## src/hw/barrett_pkg.sv

```systemverilog
// Package with default modulus width and value, the mu constant function and FSM states

`default_nettype none

package barrett_pkg;

  // ------------------------------
  // defaults for the reducer
  // ------------------------------
  localparam int          DEF_MOD_BITS = 16;     // modulus width K
  localparam int unsigned DEF_MODULUS  = 65521;  // largest 16 bit prime, odd as required

  // floor(4^k / p), the Barrett constant
  // the result fits in k+1 bits and the caller keeps only those
  // 4^k has to fit in 64 bits, so this holds for k up to 31
  function automatic logic [63:0] barrett_mu(input int unsigned k, input int unsigned p);
    logic [63:0] num;
    num = 64'd1 << (2 * k);
    return num / 64'(p);
  endfunction

  // ------------------------------
  // controller states
  // ------------------------------
  typedef enum logic [2:0] {
    IDLE,       // waiting for an input word
    MUL1_REQ,   // request q1 * mu
    MUL1_WAIT,  // wait for q2
    SHIFT,      // q3 = q2 >> (k+1)
    MUL2_REQ,   // request q3 * p
    MUL2_WAIT,  // wait for the product, then subtract it
    CORRECT,    // subtract p while the remainder is still at least p
    DONE        // result offered on the output
  } ctrl_state_t;

endpackage

`default_nettype wire

```

## src/hw/shift_add_mult.sv

```systemverilog
// Multi-cycle unsigned shift-add multiplier with iteration counter and val/rdy handshake

`default_nettype none

module shift_add_mult #(
  parameter int MUL_BITS = 17
) (
  input  wire logic                    i_clk,
  input  wire logic                    i_rst,
  input  wire logic [MUL_BITS-1:0]     i_a,
  input  wire logic [MUL_BITS-1:0]     i_b,
  input  wire logic                    i_val,
  output logic                         o_rdy,
  output logic                         o_val,
  output logic      [2*MUL_BITS-1:0]   o_prod,
  input  wire logic                    i_rdy
);

  localparam int PROD_BITS = 2 * MUL_BITS;
  localparam int CNT_BITS  = $clog2(MUL_BITS + 1);

  logic [PROD_BITS-1:0] mcand_q;   // multiplicand, moves one place left per step
  logic [MUL_BITS-1:0]  mplier_q;  // multiplier, lsb is the bit being processed
  logic [PROD_BITS-1:0] acc_q;     // running sum of partial products
  logic [CNT_BITS-1:0]  cnt_q;     // bits still to process
  logic                 busy_q;
  logic                 val_q;
  logic                 accept;
  logic                 step;

  assign o_rdy  = ~busy_q & ~val_q;  // idle only
  assign accept = i_val & o_rdy;
  assign step   = busy_q & (cnt_q != '0);
  assign o_val  = val_q;
  assign o_prod = acc_q;             // acc is untouched until the next request

  // ------------------------------
  // control
  // ------------------------------
  always_ff @(posedge i_clk) begin
    if (i_rst) begin
      busy_q <= 1'b0;
      val_q  <= 1'b0;
      cnt_q  <= '0;
    end else begin
      if (accept) begin
        busy_q <= 1'b1;
        cnt_q  <= CNT_BITS'(MUL_BITS);
      end else if (busy_q) begin
        if (cnt_q == '0) begin
          busy_q <= 1'b0;                   // one cycle past the last add
          val_q  <= 1'b1;
        end else begin
          cnt_q <= cnt_q - CNT_BITS'(1);
        end
      end else if (val_q && i_rdy) begin
        val_q <= 1'b0;                      // product taken
      end
    end
  end

  // ------------------------------
  // operands and accumulator
  // ------------------------------
  always_ff @(posedge i_clk) begin
    if (accept) begin
      mcand_q  <= {{MUL_BITS{1'b0}}, i_a};
      mplier_q <= i_b;
      acc_q    <= '0;
    end else if (step) begin
      if (mplier_q[0]) begin
        acc_q <= acc_q + mcand_q;           // add only for set multiplier bits
      end
      mcand_q  <= mcand_q << 1;
      mplier_q <= mplier_q >> 1;
    end
  end

endmodule

`default_nettype wire

```

## src/hw/barrett_datapath.sv

```systemverilog
// Barrett datapath: x, q3 and remainder registers, operand select, subtract and compare

`default_nettype none

module barrett_datapath #(
  parameter int          MOD_BITS = 16,
  parameter int unsigned MODULUS  = 65521
) (
  input  wire logic                    i_clk,
  input  wire logic                    i_rst,
  input  wire logic [2*MOD_BITS-1:0]   i_dat,
  input  wire logic                    i_load_x,
  input  wire logic                    i_op_sel,
  input  wire logic                    i_cap_q,
  input  wire logic                    i_cap_sub,
  input  wire logic                    i_corr,
  input  wire logic [2*MOD_BITS+1:0]   i_prod,
  output logic      [MOD_BITS:0]       o_op_a,
  output logic      [MOD_BITS:0]       o_op_b,
  output logic                         o_ge_mod,
  output logic      [MOD_BITS-1:0]     o_res
);

  import barrett_pkg::*;

  localparam int IN_BITS   = 2 * MOD_BITS;
  localparam int OP_BITS   = MOD_BITS + 1;
  localparam int PROD_BITS = 2 * MOD_BITS + 2;

  // ------------------------------
  // constants
  // ------------------------------
  localparam logic [OP_BITS-1:0] MU    = OP_BITS'(barrett_mu(MOD_BITS, MODULUS));
  localparam logic [OP_BITS-1:0] P_OP  = OP_BITS'(MODULUS);   // p as a multiplier operand
  localparam logic [IN_BITS-1:0] P_EXT = IN_BITS'(MODULUS);   // p at remainder width

  logic [IN_BITS-1:0] x_q;     // input word
  logic [OP_BITS-1:0] q3_q;    // quotient estimate
  logic [IN_BITS-1:0] rem_q;   // running remainder
  logic [OP_BITS-1:0] q1;
  logic [OP_BITS-1:0] q2_shr;
  logic [IN_BITS-1:0] prod_lo;

  // q1 = x >> (k-1), always k+1 bits
  assign q1 = x_q[IN_BITS-1:MOD_BITS-1];

  // q2 >> (k+1) is the top k+1 bits of the product
  assign q2_shr = i_prod[PROD_BITS-1:OP_BITS];

  // q3 * p never exceeds x, so the top two product bits are zero here
  assign prod_lo = i_prod[IN_BITS-1:0];

  // ------------------------------
  // operand selection
  // ------------------------------
  always_comb begin
    if (i_op_sel) begin
      o_op_a = q3_q;   // second pass: q3 * p
      o_op_b = P_OP;
    end else begin
      o_op_a = q1;     // first pass: q1 * mu
      o_op_b = MU;
    end
  end

  // ------------------------------
  // registers
  // ------------------------------
  always_ff @(posedge i_clk) begin
    if (i_load_x) begin
      x_q <= i_dat;
    end
  end

  always_ff @(posedge i_clk) begin
    if (i_cap_q) begin
      q3_q <= q2_shr;
    end
  end

  // remainder starts as x, loses q3 * p, then up to two copies of p
  always_ff @(posedge i_clk) begin
    if (i_rst) begin
      rem_q <= '0;
    end else if (i_load_x) begin
      rem_q <= i_dat;
    end else if (i_cap_sub) begin
      rem_q <= rem_q - prod_lo;
    end else if (i_corr) begin
      rem_q <= rem_q - P_EXT;
    end
  end

  // ------------------------------
  // compare and result
  // ------------------------------
  assign o_ge_mod = (rem_q >= P_EXT);
  assign o_res    = rem_q[MOD_BITS-1:0];  // below p once the corrections are done

endmodule

`default_nettype wire

```

## src/hw/barrett_ctrl.sv

```systemverilog
// Barrett reducer FSM: multiplier requests, correction loop and external handshake

`default_nettype none

module barrett_ctrl (
  input  wire logic i_clk,
  input  wire logic i_rst,
  input  wire logic i_val,
  output logic      o_rdy,
  output logic      o_val,
  input  wire logic i_rdy,
  output logic      o_mul_val,
  input  wire logic i_mul_rdy,
  input  wire logic i_mul_val,
  output logic      o_mul_rdy,
  output logic      o_load_x,
  output logic      o_op_sel,
  output logic      o_cap_q,
  output logic      o_cap_sub,
  output logic      o_corr,
  input  wire logic i_ge_mod
);

  import barrett_pkg::*;

  ctrl_state_t state_q;
  ctrl_state_t state_d;

  // ------------------------------
  // next state and strobes
  // ------------------------------
  always_comb begin
    state_d   = state_q;
    o_mul_val = 1'b0;
    o_mul_rdy = 1'b0;
    o_load_x  = 1'b0;
    o_op_sel  = 1'b0;
    o_cap_q   = 1'b0;
    o_cap_sub = 1'b0;
    o_corr    = 1'b0;
    case (state_q)
      IDLE: begin
        if (i_val && o_rdy) begin
          o_load_x = 1'b1;                  // take the word into x and the remainder
          state_d  = MUL1_REQ;
        end
      end
      MUL1_REQ: begin
        o_mul_val = 1'b1;                   // q1 * mu
        if (i_mul_rdy) begin
          state_d = MUL1_WAIT;
        end
      end
      MUL1_WAIT: begin
        o_mul_rdy = 1'b1;                   // product taken the first cycle it shows
        if (i_mul_val) begin
          state_d = SHIFT;
        end
      end
      SHIFT: begin
        o_cap_q = 1'b1;                     // multiplier holds q2 while idle
        state_d = MUL2_REQ;
      end
      MUL2_REQ: begin
        o_op_sel  = 1'b1;
        o_mul_val = 1'b1;                   // q3 * p
        if (i_mul_rdy) begin
          state_d = MUL2_WAIT;
        end
      end
      MUL2_WAIT: begin
        o_op_sel  = 1'b1;
        o_mul_rdy = 1'b1;
        if (i_mul_val) begin
          o_cap_sub = 1'b1;
          state_d   = CORRECT;
        end
      end
      CORRECT: begin
        // runs at most twice
        if (i_ge_mod) begin
          o_corr = 1'b1;
        end else begin
          state_d = DONE;
        end
      end
      DONE: begin
        if (o_val && i_rdy) begin
          state_d = IDLE;                   // result taken
        end
      end
      default: begin
        state_d = IDLE;
      end
    endcase
  end

  // ------------------------------
  // state and handshake flags
  // ------------------------------
  always_ff @(posedge i_clk) begin
    if (i_rst) begin
      state_q <= IDLE;
      o_rdy   <= 1'b0;                      // rises one cycle after reset
      o_val   <= 1'b0;
    end else begin
      state_q <= state_d;
      o_rdy   <= (state_d == IDLE);
      o_val   <= (state_d == DONE);         // held under back-pressure
    end
  end

endmodule

`default_nettype wire

```

## src/hw/barrett_mod_top.sv

```systemverilog
// Barrett modular reducer top: controller, datapath and shared shift-add multiplier

`default_nettype none

module barrett_mod_top #(
  parameter int          MOD_BITS = barrett_pkg::DEF_MOD_BITS,
  parameter int unsigned MODULUS  = barrett_pkg::DEF_MODULUS
) (
  input  wire logic                    i_clk,
  input  wire logic                    i_rst,
  input  wire logic [2*MOD_BITS-1:0]   i_dat,
  input  wire logic                    i_val,
  output logic                         o_rdy,
  output logic      [MOD_BITS-1:0]     o_dat,
  output logic                         o_val,
  input  wire logic                    i_rdy
);

  localparam int MUL_BITS = MOD_BITS + 1;   // q1, q3, mu and p are all k+1 bits

  logic [MUL_BITS-1:0]   op_a;
  logic [MUL_BITS-1:0]   op_b;
  logic [2*MUL_BITS-1:0] prod;
  logic                  mul_req_val;
  logic                  mul_req_rdy;
  logic                  mul_res_val;
  logic                  mul_res_rdy;
  logic                  load_x;
  logic                  op_sel;
  logic                  cap_q;
  logic                  cap_sub;
  logic                  corr;
  logic                  ge_mod;

  barrett_ctrl barrett_ctrl_i (
    .i_clk     (i_clk),
    .i_rst     (i_rst),
    .i_val     (i_val),
    .o_rdy     (o_rdy),
    .o_val     (o_val),
    .i_rdy     (i_rdy),
    .o_mul_val (mul_req_val),
    .i_mul_rdy (mul_req_rdy),
    .i_mul_val (mul_res_val),
    .o_mul_rdy (mul_res_rdy),
    .o_load_x  (load_x),
    .o_op_sel  (op_sel),
    .o_cap_q   (cap_q),
    .o_cap_sub (cap_sub),
    .o_corr    (corr),
    .i_ge_mod  (ge_mod)
  );

  barrett_datapath #(
    .MOD_BITS (MOD_BITS),
    .MODULUS  (MODULUS)
  ) barrett_datapath_i (
    .i_clk     (i_clk),
    .i_rst     (i_rst),
    .i_dat     (i_dat),
    .i_load_x  (load_x),
    .i_op_sel  (op_sel),
    .i_cap_q   (cap_q),
    .i_cap_sub (cap_sub),
    .i_corr    (corr),
    .i_prod    (prod),
    .o_op_a    (op_a),
    .o_op_b    (op_b),
    .o_ge_mod  (ge_mod),
    .o_res     (o_dat)     // remainder drives the output word directly
  );

  shift_add_mult #(
    .MUL_BITS (MUL_BITS)
  ) shift_add_mult_i (
    .i_clk  (i_clk),
    .i_rst  (i_rst),
    .i_a    (op_a),
    .i_b    (op_b),
    .i_val  (mul_req_val),
    .o_rdy  (mul_req_rdy),
    .o_val  (mul_res_val),
    .o_prod (prod),
    .i_rdy  (mul_res_rdy)
  );

endmodule

`default_nettype wire

```

## config.mk

```make
export PLATFORM = sky130hd
export DESIGN_NAME = barrett_mod_top
export DESIGN_NICKNAME = d
export VERILOG_FILES = /design/src/hw/barrett_pkg.sv /design/src/hw/shift_add_mult.sv /design/src/hw/barrett_datapath.sv /design/src/hw/barrett_ctrl.sv /design/src/hw/barrett_mod_top.sv
export SDC_FILE = /design/constraint.sdc
export NUM_CORES = 1
export LEC_CHECK = 0
export ABC_CLOCK_PERIOD_IN_PS = 2600
export BUFFER_PORTS_ARGS = -buffer_cell sky130_fd_sc_hd__buf_2
export CORE_MARGIN = 8
export CORE_UTILIZATION = 25
export DETAILED_ROUTE_END_ITERATION = 12
export MAX_ROUTING_LAYER = met4
export PLACE_DENSITY = 0.45
export SLEW_MARGIN = 20
export SYNTH_ARGS = -nofsm -noshare
export SYNTH_HDL_FRONTEND = slang
export SYNTH_SLANG_ARGS = --single-unit
```

## constraint.sdc

```tcl
create_clock -name i_clk -period 2.6 [get_ports i_clk]
set_input_delay 0.26 -clock i_clk [delete_from_list [all_inputs] [get_ports i_clk]]
set_output_delay 0.26 -clock i_clk [all_outputs]
set_load 0.02 [all_outputs]
```

After elaboration in Yosys (flattened, before gate mapping)
Index checks and enable logic that the tools add are counted.

Bits in registers: 178. Input bits: 36. Output and inout bits: 18.

Muxes and demuxes: 36. Reductions and logical operators: 19. Magnitude comparators: 1. Add/subtract/negate cells: 4. Eq/ne operators: 10. Bitwise logic cells: 7.

Operator list (count): 17-bit two-way mux (6); 32-bit two-way mux (3); 34-bit adder (1); 32-bit by 16-bit greater-or-equal comparator with 1-bit output, second input constant (1); 32-bit by 16-bit subtractor with 32-bit output, second input constant (1); 32-bit subtractor (1); 3-bit one-hot mux with 8 select lines (1); 3-bit two-way mux (7); 1-bit two-way mux (16); 3-bit equality test, second input constant (5); 5-bit two-way mux (3); 2-bit OR reduction (4); 3-bit by 2-bit equality test with 1-bit output, second input constant (2); 3-bit zero test (2); 2-bit AND reduction (3); 2-bit nonzero test (3); 5-bit zero test (1); 5-bit nonzero test (1); 5-bit by 1-bit subtractor with 5-bit output, second input constant (1); 1-bit NOT (4); 1-bit bitwise AND (3); 3-bit by 1-bit equality test with 1-bit output, second input constant (1); 1-bit logical AND (3); 3-bit AND reduction (1); 3 further kinds (3).

Logic depth before layout (Yosys ltp)
Gate-level depths: netlist of the first run.

Depth in word-level cells: 6. Depth in mapped cells: 12.

Hierarchy
Synthesis of the first run repeated with hierarchy kept, for this count alone.

Cells, all modules: 1315. Area, all modules: 11003.1 sq um.

Modules (own cells, without submodules): shift_add_mult (times used 1, cells an instance 668, sequential area each 2182.1 sq um, area each 5426.5 sq um); barrett_datapath (times used 1, cells an instance 605, sequential area each 1661.6 sq um, area each 5216.3 sq um); barrett_ctrl (times used 1, cells an instance 42, sequential area each 100.1 sq um, area each 360.3 sq um).

Worst setup path after synthesis of the first run
No wires, ideal clock.

Path kind: flip-flop to flip-flop. Start: register shift_add_mult_i.mcand_q[0]. End: register shift_add_mult_i.acc_q[22], in the netlist shift_add_mult_i.o_prod[22]. Setup time: 0.125 ns. Data required time: 2.475 ns. Buffers on the path: 0. Arrival: 2.788 ns. Stages on the path, launching flop included: 13. Path slack: -0.313 ns. Path through: edfxtp_1 -> ha_1 -> inv_1 -> fa_1 -> nor2b_1 -> o31a_1 -> o31a_1 -> a2111o_1 -> a31o_2 -> a2111oi_0 -> nor3_1 -> xnor2_1 -> o21ai_1.

Longest elaborated chain between the ends: 1.

RTL lines: start: declaration (line shift_add_mult.sv:22) `logic [PROD_BITS-1:0] mcand_q;`; start signal: assignment (line shift_add_mult.sv:67) `mcand_q <= {{MUL_BITS{1'b0}}, i_a};`; start signal: assignment (line shift_add_mult.sv:74) `mcand_q <= mcand_q << 1;`; 34-bit adder (line shift_add_mult.sv:72) `acc_q <= acc_q + mcand_q;`; end signal: assignment (line shift_add_mult.sv:72); end: declaration (line shift_add_mult.sv:24) `logic [PROD_BITS-1:0] acc_q;`.

Every way passes these cells. A chain may end at the register's enable or synchronous reset.

Worst setup path after layout of the first run
Same ends and word-level chain as after synthesis.

==> results of run 1 <==
==> what timing repair did <==
action / CTS / global route
endpoints found under the setup margin: 48 / 54
hold buffers: 8 / 2
cloned: 2 / 0
setup buffers: 21 / 16
endpoints found under the hold margin: 8 / 2
pin swaps: 57 / 62
gates resized for setup: 99 / 95
==> registers in the layout, indices dropped and copies added (netlist names), 3 cells and up <==
register / count
shift_add_mult_i.mcand_q: 34
shift_add_mult_i.o_prod: 34
barrett_datapath_i.rem_q: 32
barrett_datapath_i.q3_q: 17
barrett_datapath_i.x_q: 17
shift_add_mult_i.mplier_q: 17
shift_add_mult_i.cnt_q: 5
barrett_ctrl_i.state_q: 3
==> per-layer routing <==
metal  wire length, um  vias to the layer above
li1                  -                     4980
met1             17500                     4675
met2             16000                      152
met3              1060                       48
met4               960                        0
met5                 0                        -
==> cell type report <==
type                            count  area, sq um  share of cell area (%)
Inverter                           49          184                    1.26
Clock inverter                     15          190                    1.31
Multi-Input combinational cell    949         6770                    46.5
Clock buffer                       17          425                    2.92
Tap cell                          539          674                    4.63
Timing Repair Buffer              298         2360                    16.2
Sequential cell                   163         3960                    27.2
==> path summary, 6_finish.rpt <==
check                                endpoint  slack, ns                   startpoint
hold reg to reg    shift_add_mult_i.o_prod[9]       0.47   shift_add_mult_i.o_prod[9]
setup reg to reg  shift_add_mult_i.o_prod[22]      -0.32  shift_add_mult_i.mcand_q[0]
setup / recovery  shift_add_mult_i.o_prod[22]      -0.32  shift_add_mult_i.mcand_q[0]
hold / removal     barrett_datapath_i.x_q[26]       0.02                    i_dat[26]
==> worst register-to-register path, cell delays in order (launching register included) <==
cell and delay [ns]:
edfxtp_1 0.40, ha_2 0.20, inv_2 0.06, fa_2 0.20
nor2b_2 0.05, o31a_1 0.26, o31a_1 0.27, a2111o_1 0.46
a31o_4 0.27, a2111oi_4 0.36, nor3_2 0.07, xnor2_1 0.14
o21ai_1 0.07
==> metrics by stage <==
step	util (%)	setup WS [ns]	setup TNS, ns
finish	35.0	-0.319	-2.79
global placement	30.5	-0.393	-9.02
detailed placement	30.5	-0.390	-9.97
CTS	33.9	-0.309	-6.84
global route	35.0	-0.450	-8.47
floorplan	-	-0.234	-0.308
==> cells in the mapped netlist, drive strengths merged, types with 6 or more instances <==
library cell,instances
dfxtp,95
nor3,30
nand2b,14
inv,48
nand4,11
a31oi,14
buf,23
o21a,9
o21ai,59
nand2,187
a21o,32
or3,10
a211oi,30
a21oi,131
mux2i,6
nor2,94
xnor2,45
a22oi,20
nand3b,7
ha,68
edfxtp,68
o211ai,13
nor4,12
a221oi,6
nand3,32
xor2,29
clkbuf,48
and2,6
nor2b,7
==> power groups by stage <==
stage / Sequential (mW) / Combinational, mW / Clock, mW
3_5_place_dp: 3.12 / 4.16 / 0
6_report: 3.08 / 4.96 / 2.67
3_3_place_gp: 3.11 / 4.16 / 0
5_1_grt: 3.10 / 5.39 / 2.84
4_1_cts: 3.07 / 4.59 / 2.74
2_1_floorplan: 3.09 / 2.56 / 0
==> cells by family after synthesis <==
group,after synthesis,synth area share [%]
buffers and inverters,120,5.09
adders and majority gates,70,8.52
DFF,163,37.7
muxes,8,0.790
xor gates and xnor gates,74,6.20
and+or+nand+nor,428,18.8
AOI/OAI and AO/OA,369,22.9
==> layout by cell type (no fill, tap or decap), types with 29 or more instances in the layout <==
cell      instances
buf_4           204
nand2_1         182
a21oi_1         109
dfxtp_1          79
nor2_1           76
edfxtp_1         68
ha_1             54
buf_2            53
inv_1            45
xnor2_1          44
o21ai_0          40
nand3_1          31
a21o_1           31
xor2_1           29
==> summary.md, run 1 <==
| Metric | Value |
|---|---|
| Status | `finished, violations left` |
| Failing checks | `setup timing` |
| Max-Cap Viols | `0` |
| Final nets | `1584` |
| Fin crit share | `112%` |
| Post-synth top flop | `dfxtp_1` |
| Final total power | `10.7 mW` |
| Area grow syn2layout | `39.3%` |
| Critical path's largest stage delay | `0.46 ns` |
| Design Area, Final | `14600 sq um` |
| Die ar. | `48600 sq um` |
| Row count | `75` |
| Synthesized area | `10500 sq um` |
| Fin. max-slew vios | `0` |
| Clock share of power | `24.9%` |
| Clock Latency Late Sink | `0.47 ns` |
| Rel. slew slack | `58.5%` |
| Crit-path max FO | `3` |
| Fin. Hold Viols | `0` |
| CTS tree | `built` |
| Pint | `6.63 mW` |
| Min-Delay Path Class | `input pin to register` |
| Initial Util | `25.2%` |
| Finished Layout Cells | `2030` |
| Vias | `9855` |
| Drt total wl | `35500 um` |
| GR Util met3 | `2.58%` |
| First-pass GRT wire length | `55300 um` |
| Seq/Total Area, Yosys | `37.7%` |
| TritonRoute pass-1 iters | `5` |
| Sw Ratio | `38.0%` |
| Initial antenna violation count | `0` |
| Worst VDD drop | `0.000474 V` |
| Slowest cell on crit path | `a2111o_1` |
| DR WL/cell | `17.5 um` |
| Post-Synthesis Cells | `1232` |
| # IOs | `54` |
| Core Footprint | `41600 sq um` |
| WP data required | `2.96 ns` |
| Slew at the pin closest to its max-slew limit | `0.615 ns` |
| Psw | `4.07 mW` |
| Final GP Congestion | `0.854` |
| Clock Sink Count | `163` |
| Yosys top cell by area | `edfxtp_1` |
| Hold Path Stages | `1` |
| CP Launch Type | `register` |
| Max H-tree Level | `4` |
| Async S/R FF share, synth | `0%` |
| PD cells | `735 nW/um^2` |
| Hpwl dp | `26400 um` |
| Most used routing layer | `met2` |
| Layout Skew | `0.0149 ns` |
| Crit. End Element | `register` |
| Die W | `221 um` |
| #FFs+latches synth | `163` |
| FMAX | `0.343 GHz` |
| Largest net degree at the start of global routing | `49` |
| Tot GR Track Use | `15.2%` |
| Setup-failing EPs final | `35` |
| Share of layout cells above drive strength 1 | `32.1%` |
| Crit path DAT | `3.27 ns` |
| Post-Place Cell Area | `12700 sq um` |
| Number of global-route vias before repair | `9778` |
| Area fraction of the dominant cell type after synthesis | `19.5%` |
| Drt drc | `0` |
| Delay-heaviest family, CP | `compound AO/OA/AOI/OAI gates` |
| Fillers | `4274` |
| RSZ-0062 raised after global routing | `yes` |
| Drt initial violations | `602` |
| Clock-pin slew on the worst setup and hold paths | `0.08 ns` |
| Seq pwr share | `28.7%` |
| Cell breakdown of the critical path | `ha_2, inv_2, fa_2, nor2b_2, o31a_1, o31a_1, a2111o_1, a31o_4, a2111oi_4, nor3_2, xnor2_1, o21ai_1` |
| Worst path bufs/invs | `1` |
| Crit Path Category | `register to register` |
| Height of the die | `221 um` |
| Syn avg cell area | `8.49 sq um` |
| Mapped Nets | `1338` |
| Clock Tree Buf Depth | `2` |
| Final ANT Viol Nets | `0` |
| Gate power share | `46.3%` |
| Yosys warning count | `0` |
| Synth cell types | `76` |
| CTS Buf Count | `17` |
| Cell mode on critical path | `o31a_1` |
| Final WS setup | `-0.319 ns` |
| Clk root buf | `clkbuf_16` |
| PortBufs | `53` |
| Dominant cells by area after synthesis | `edfxtp_1 20%, dfxtp_1 18%, ha_1 8.1%` |
| Crit path time final | `2.92 ns` |
| Number of synthesized flops with an enable pin | `68` |
| Vias/cell | `4.85` |
| Ant. Diodes | `0` |
| Path depth of the worst reg2reg path | `12` |
| Grt total ovfl | `0` |
| Hold_ws | `0.0237 ns` |
| Met1 Use GR | `20.0%` |
| Met2 Track Usage GR | `23.0%` |
| Cell depth of the worst setup path | `12` |
| Leak | `5.97 nW` |
| Inst Count DP | `1955` |
No activity file was read; power rests on OpenSTA's default activity.
==> run 2: changes to the inputs <==
--- a/config.mk
+++ b/config.mk
@@ -8,10 +8,10 @@
 export ABC_CLOCK_PERIOD_IN_PS = 2600
 export BUFFER_PORTS_ARGS = -buffer_cell sky130_fd_sc_hd__buf_2
 export CORE_MARGIN = 8
-export CORE_UTILIZATION = 25
+export CORE_UTILIZATION = 50
 export DETAILED_ROUTE_END_ITERATION = 12
 export MAX_ROUTING_LAYER = met4
-export PLACE_DENSITY = 0.45
+export PLACE_DENSITY = 0.74
 export SLEW_MARGIN = 20
 export SYNTH_ARGS = -nofsm -noshare
 export SYNTH_HDL_FRONTEND = slang
==> summary.md, run 2 (synthesized netlist as in run 1, its figures left out) <==
| Metric | Value |
|---|---|
| PD cells | `769 nW/um^2 (was 735 nW/um^2)` |
| Area grow syn2layout | `34.1% (was 39.3%)` |
| Origin of the critical flop-to-flop path | `shift_add_mult_i.mcand_q[0] (unchanged)` |
| Crit-path max FO | `2 (was 3)` |
| Drt total wl | `33900 um (was 35500 um)` |
| Failing checks | `setup timing (unchanged)` |
| Slowest cell on crit path | `edfxtp_1 (was a2111o_1)` |
| RSZ-0062 raised after global routing | `yes (unchanged)` |
| Hpwl dp | `22100 um (was 26400 um)` |
| # IOs | `54 (unchanged)` |
| Vias | `10400 (was 9855)` |
| Clock Tree Buf Depth | `2 (unchanged)` |
| Fin. max-slew vios | `0 (unchanged)` |
| Most common cell after layout, fill and taps aside | `nand2_1 (was buf_4)` |
| Min-Delay Path Class | `input pin to register (unchanged)` |
| CTS Buf Count | `17 (unchanged)` |
| Leak | `5.86 nW (was 5.97 nW)` |
| Share of layout cells above drive strength 1 | `30.5% (was 32.1%)` |
| Commonest cells after routing, fill and taps aside | `183 x nand2_1, 176 x buf_4, 108 x a21oi_1 (was 204 x buf_4, 182 x nand2_1, 109 x a21oi_1)` |
| Clock-pin slew on the worst setup and hold paths | `0.07 ns (was 0.08 ns)` |
| Hold Path Stages | `1 (unchanged)` |
| Drt initial violations | `971 (was 602)` |
| Finished Layout Cells | `1736 (was 2030)` |
| Number of global-route vias before repair | `9899 (was 9778)` |
| Slew at the pin closest to its max-slew limit | `0.940 ns (was 0.615 ns)` |
| Design Area, Final | `14000 sq um (was 14600 sq um)` |
| Rel. slew slack | `37.1% (was 58.5%)` |
| Final nets | `1554 (was 1584)` |
| Cell mode on critical path | `o31a_1 (unchanged)` |
| Crit Path Category | `register to register (unchanged)` |
| Die ar. | `25800 sq um (was 48600 sq um)` |
| First-pass GRT wire length | `51800 um (was 55300 um)` |
| R2r setup slk | `-0.34 ns (was -0.32 ns)` |
| Largest net degree at the start of global routing | `55 (was 49)` |
| CP Launch Type | `register (unchanged)` |
| Post-Place Cell Area | `12200 sq um (was 12700 sq um)` |
| Post-CTS Hold Fix Bufs | `0 (was 8)` |
| Max-Cap Viols | `0 (unchanged)` |
| CTS tree | `built (unchanged)` |
| Final GP Congestion | `0.941 (was 0.854)` |
| Delay-heaviest family, CP | `compound AO/OA/AOI/OAI gates (unchanged)` |
| Ant. Diodes | `0 (unchanged)` |
| Fin. Hold Viols | `0 (unchanged)` |
| Worst VDD drop | `0.000509 V (was 0.000474 V)` |
| Clock Latency Late Sink | `0.45 ns (was 0.47 ns)` |
| Initial antenna violation count | `0 (unchanged)` |
| Final WS setup | `-0.342 ns (was -0.319 ns)` |
| Setup-failing EPs final | `43 (was 35)` |
| Hold Path End | `barrett_datapath_i.x_q[28] (was barrett_datapath_i.x_q[26])` |
| Layout Skew | `0.0126 ns (was 0.0149 ns)` |
| Crit. End Element | `register (unchanged)` |
| Tot GR Track Use | `25.5% (was 15.2%)` |
| Min-Delay Startpoint | `i_dat[28] (was i_dat[26])` |
| Crit path time final | `2.94 ns (was 2.92 ns)` |
| Fin crit share | `113% (was 112%)` |
| Inst Count DP | `1673 (was 1955)` |
| Height of the die | `161 um (was 221 um)` |
| TritonRoute pass-1 iters | `7 (was 5)` |
| Cell breakdown of the critical path | `ha_2, inv_2, fa_2, nor2b_2, o31a_1, o31a_1, a2111o_1, a31o_4, a2111oi_4, nor3_2, xnor2_1, o21ai_1 (unchanged)` |
| Crit path DAT | `3.27 ns (about the same)` |
| Max H-tree Level | `4 (unchanged)` |
| Pre-CTS setup slack | `-0.399 ns (was -0.390 ns)` |
| Worst path bufs/invs | `1 (unchanged)` |
| Status | `finished, violations left (unchanged)` |
| Drt drc | `0 (unchanged)` |
| Initial Util | `50.4% (was 25.2%)` |
| Critical path's largest stage delay | `0.42 ns (was 0.46 ns)` |
| WP data required | `2.93 ns (was 2.96 ns)` |
| Vias/cell | `5.97 (was 4.85)` |
| PortBufs | `53 (unchanged)` |
| R2R Path End | `shift_add_mult_i.o_prod[22] (unchanged)` |
| Core Footprint | `20800 sq um (was 41600 sq um)` |
| FMAX | `0.340 GHz (was 0.343 GHz)` |
| Die W | `161 um (was 221 um)` |
| DR WL/cell | `19.5 um (was 17.5 um)` |
| Total negative slack | `-4.62 ns (was -2.79 ns)` |
| Grt total ovfl | `0 (unchanged)` |
| Final ANT Viol Nets | `0 (unchanged)` |
| Clk root buf | `clkbuf_16 (unchanged)` |
| Clock Sink Count | `163 (unchanged)` |
| Row count | `53 (was 75)` |
| Path depth of the worst reg2reg path | `12 (unchanged)` |
-- run 2: cell types whose count changed in the layout (fill, tap and decap cells not counted), sizes merged --
cell         before  now
buf             288  268
bufinv            0    4
clkbuf           17   18
clkinv            8    3
clkinvlp          1    2
dlygate4sd3      10    0
inv              55   54
-- run 2: power breakdown --
| part | internal [mW] | total (mW) | switching (mW) | leakage, nW |
|---|---|---|---|---|
| sequential | 2.90 | 3.07 | 0.169 | 1.39 |
| combinational | 2.32 | 4.88 | 2.55 | 4.16 |
| clock | 1.64 | 2.83 | 1.19 | 0.307 |
-- run 2: routing by layer --
layer / share of wire, % / track usage (%) / vias up / wire length [um]
li1: - / - / 4903 / -
met1: 41 / 30.5 / 4872 / 13800
met5: 0 / - / - / 0
met2: 47 / 40.5 / 447 / 16000
met4: 5.5 / 13.9 / 0 / 1860
met3: 6.3 / 4.63 / 145 / 2140
-- run 2: timing repair --
| item | 4_1_cts | 5_1_grt |
|---|---|---|
| gates cloned | 2 | 0 |
| gates resized for setup | 116 | 74 |
| endpoints found under the setup margin | 46 | 53 |
| endpoints found under the hold margin | 0 | 0 |
| setup buffers | 19 | 15 |
| pin swaps | 49 | 47 |
-- run 2: worst max-delay path by stage --
| stage | startpoint | endpoint | cells after the start |
|---|---|---|---|
| CTS | shift_add_mult_i.mcand_q[0] | shift_add_mult_i.o_prod[22] | 12 |
| global placement | shift_add_mult_i.mcand_q[0] | shift_add_mult_i.o_prod[22] | 12 |
| floorplan | shift_add_mult_i.mcand_q[0] | shift_add_mult_i.o_prod[22] | 12 |
| finish | shift_add_mult_i.mcand_q[0] | shift_add_mult_i.o_prod[22] | 12 |
| detailed placement | shift_add_mult_i.mcand_q[0] | shift_add_mult_i.o_prod[22] | 12 |
| global route | shift_add_mult_i.mcand_q[0] | shift_add_mult_i.o_prod[22] | 12 |
-- run 2: area by class of cell --
| cell class | instances | area (sq um) |
|---|---|---|
| sequential | 163 | 3960 |
| timing repair buffer | 268 | 2130 |
| fill | 1522 | 6740 |
| tap | 275 | 344 |
| multi-input combinational | 949 | 6760 |
| inverter | 49 | 184 |
| clock inverter | 14 | 215 |
| clock buffer | 18 | 429 |
-- run 2: worst reg2reg max path, stage by stage, from the launching register on --
cell	delay, ns
edfxtp_1	0.42
ha_2	0.21
inv_2	0.06
fa_2	0.21
nor2b_2	0.05
o31a_1	0.28
o31a_1	0.29
a2111o_1	0.41
a31o_4	0.26
a2111oi_4	0.36
nor3_2	0.07
xnor2_1	0.13
o21ai_1	0.08
-- run 2: stage by stage --
step / power [mW] / util [%] / hold WS [ns]
2_1_floorplan: 5.66 / - / 0.359
3_3_place_gp: 7.05 / 58.9 / 0.451
3_5_place_dp: 7.12 / 58.9 / 0.456
4_1_cts: 10.3 / 65.4 / 0.00187
5_1_grt: 11.3 / 67.5 / 0.00828
6_report: 10.8 / 67.5 / 0.00963
==> run 3: changes to the inputs <==
--- a/config.mk
+++ b/config.mk
@@ -9,6 +9,7 @@
 export BUFFER_PORTS_ARGS = -buffer_cell sky130_fd_sc_hd__buf_2
 export CORE_MARGIN = 8
 export CORE_UTILIZATION = 50
+export CTS_BUF_LIST = sky130_fd_sc_hd__clkbuf_2
 export DETAILED_ROUTE_END_ITERATION = 12
 export MAX_ROUTING_LAYER = met4
 export PLACE_DENSITY = 0.74
==> summary.md, run 3 (synthesized netlist as in run 1, its figures left out) <==
| Metric | Value |
|---|---|
| Status | `finished, violations left (unchanged)` |
| Failing checks | `setup timing (unchanged)` |
| Rel. slew slack | `37.7% (was 37.1%)` |
| GR Util met3 | `3.66% (was 4.63%)` |
| Fin. Hold Viols | `0 (unchanged)` |
| Most used routing layer | `met2 (unchanged)` |
| Slew at the pin closest to its max-slew limit | `0.932 ns (was 0.940 ns)` |
| Met1 Use GR | `30.5% (about the same)` |
| Row count | `53 (unchanged)` |
| Clock Latency Late Sink | `0.77 ns (was 0.45 ns)` |
| Final GP Congestion | `0.941 (unchanged)` |
| Setup-failing EPs final | `36 (was 43)` |
| Drt drc | `0 (unchanged)` |
| Vias | `10400 (about the same)` |
| Worst path bufs/invs | `1 (unchanged)` |
| Vias/cell | `5.91 (was 5.97)` |
| Critical path's largest stage delay | `0.47 ns (was 0.42 ns)` |
| Slowest cell on crit path | `edfxtp_1 (unchanged)` |
| Clock-pin slew on the worst setup and hold paths | `0.28 ns (was 0.07 ns)` |
| Delay-heaviest family, CP | `compound AO/OA/AOI/OAI gates (unchanged)` |
| PD cells | `688 nW/um^2 (was 769 nW/um^2)` |
| Clock Sink Count | `163 (unchanged)` |
| Hpwl dp | `22100 um (unchanged)` |
| Clock Tree Buf Depth | `2 (unchanged)` |
| Area grow syn2layout | `32.5% (was 34.1%)` |
| Cell depth of the worst setup path | `12 (unchanged)` |
| Initial antenna violation count | `1 (was 0)` |
| Number of global-route vias before repair | `9809 (was 9899)` |
| Inst Count DP | `1673 (unchanged)` |
| Worst VDD drop | `0.000444 V (was 0.000509 V)` |
| Crit Path Category | `register to register (unchanged)` |
| Drt total wl | `31900 um (was 33900 um)` |
| WP data required | `3.32 ns (was 2.93 ns)` |
| Min-Delay Path Class | `input pin to register (unchanged)` |
| DR WL/cell | `18.1 um (was 19.5 um)` |
| Finished Layout Cells | `1763 (was 1736)` |
| FMAX | `0.340 GHz (about the same)` |
| Largest net degree at the start of global routing | `55 (unchanged)` |
| CP Launch Type | `register (unchanged)` |
| Leak | `5.80 nW (was 5.86 nW)` |
| Hold Path Stages | `2 (was 1)` |
| Crit path DAT | `3.65 ns (was 3.27 ns)` |
| First-pass GRT wire length | `50500 um (was 51800 um)` |
| Grt total ovfl | `0 (unchanged)` |
| CTS tree | `built (unchanged)` |
| Height of the die | `161 um (unchanged)` |
| Cell breakdown of the critical path | `ha_2, inv_2, fa_2, nor2b_2, o31a_1, o31a_1, a2111o_1, a31o_4, a2111oi_4, nor3_2, xnor2_1, o21ai_1 (unchanged)` |
| Crit. End Element | `register (unchanged)` |
| Die W | `161 um (unchanged)` |
| Cell mode on critical path | `o31a_1 (unchanged)` |
| Clk root buf | `clkbuf_2 (was clkbuf_16)` |
| Final nets | `1580 (was 1554)` |
| CTS Buf Count | `17 (unchanged)` |
| Drt initial violations | `1085 (was 971)` |
| Fillers | `1589 (was 1522)` |
| Most common cell after layout, fill and taps aside | `nand2_1 (unchanged)` |
| Core Footprint | `20800 sq um (unchanged)` |
| Pre-CTS setup slack | `-0.399 ns (unchanged)` |
| Die ar. | `25800 sq um (unchanged)` |
| RSZ-0062 raised after global routing | `yes (unchanged)` |
| Max H-tree Level | `4 (unchanged)` |
| PortBufs | `53 (unchanged)` |
| Final WS setup | `-0.337 ns (was -0.342 ns)` |
| TritonRoute pass-1 iters | `6 (was 7)` |
| Final ANT Viol Nets | `0 (unchanged)` |
| Path depth of the worst reg2reg path | `12 (unchanged)` |
| # IOs | `54 (unchanged)` |
| Total negative slack | `-7.00 ns (was -4.62 ns)` |
| Crit-path max FO | `2 (unchanged)` |
| Fin crit share | `113% (about the same)` |
| Crit path time final | `2.94 ns (about the same)` |
| Tot GR Track Use | `24.7% (was 25.5%)` |
| Max-Cap Viols | `0 (unchanged)` |
| Share of layout cells above drive strength 1 | `29.3% (was 30.5%)` |
| Fin. max-slew vios | `0 (unchanged)` |
| Met2 Track Usage GR | `39.5% (was 40.5%)` |
| Layout Skew | `0.0460 ns (was 0.0126 ns)` |
| Initial Util | `50.4% (unchanged)` |
| Commonest cells after routing, fill and taps aside | `183 x nand2_1, 178 x buf_4, 112 x a21oi_1 (was 183 x nand2_1, 176 x buf_4, 108 x a21oi_1)` |
-- run 3: report_power, final --
group | internal (mW) | switching [mW]
registers | 2.91 | 0.166
clock network | 0.669 | 1.04
logic | 2.28 | 2.46
total | 5.86 | 3.66
-- run 3: cell type report --
cell class / instances / area, sq um / share of cell area (%)
antenna: 1 / 2.50 / 0.0181
clock buffer: 18 / 90.1 / 0.650
clock inverter: 14 / 215 / 1.55
inverter: 49 / 184 / 1.33
multi-input combinational: 949 / 6660 / 48.1
sequential: 163 / 3960 / 28.6
tap: 275 / 344 / 2.48
timing repair buffer: 294 / 2390 / 17.3
-- run 3: final timing paths --
| check | from | endpoint | slack (ns) |
|---|---|---|---|
| max reg2reg | shift_add_mult_i.mcand_q[0] | shift_add_mult_i.o_prod[22] | -0.34 |
| min | i_dat[31] | barrett_datapath_i.x_q[31] | 0.23 |
| min reg2reg | shift_add_mult_i.mcand_q[29] | shift_add_mult_i.mcand_q[29] | 0.49 |
| max | shift_add_mult_i.mcand_q[0] | shift_add_mult_i.o_prod[22] | -0.34 |
-- run 3: worst register-to-register path: stages (launching register included) --
cell and delay, ns:
edfxtp_1 0.47, ha_2 0.21, inv_2 0.06, fa_2 0.20
nor2b_2 0.05, o31a_1 0.28, o31a_1 0.28, a2111o_1 0.42
a31o_4 0.27, a2111oi_4 0.35, nor3_2 0.07, xnor2_1 0.12
o21ai_1 0.13
-- run 3: repair_timing --
action,4_1_cts,5_1_grt
hold buffers,34,0
endpoints found under the hold margin,60,0
setup buffers,16,13
pin swaps,33,39
gates cloned,1,0
setup endpoints to repair,46,53
gates resized for setup,83,89
-- run 3: metrics by stage --
step	utilization, %	total power [mW]	area (sq um)	hold slack [ns]
after floorplan	-	5.66	10500	0.359
after global placement	58.9	7.05	12200	0.451
after detailed placement	58.9	7.12	12200	0.456
after CTS	64.5	9.08	13400	0.174
after global routing	66.7	10.0	13800	0.149
final	66.7	9.52	13800	0.232
-- run 3: per-layer routing --
metal	share of wire [%]	vias to the layer above
met2	47	420
met1	42	4926
met4	4.8	0
li1	-	4965
met5	0	-
met3	6.1	115
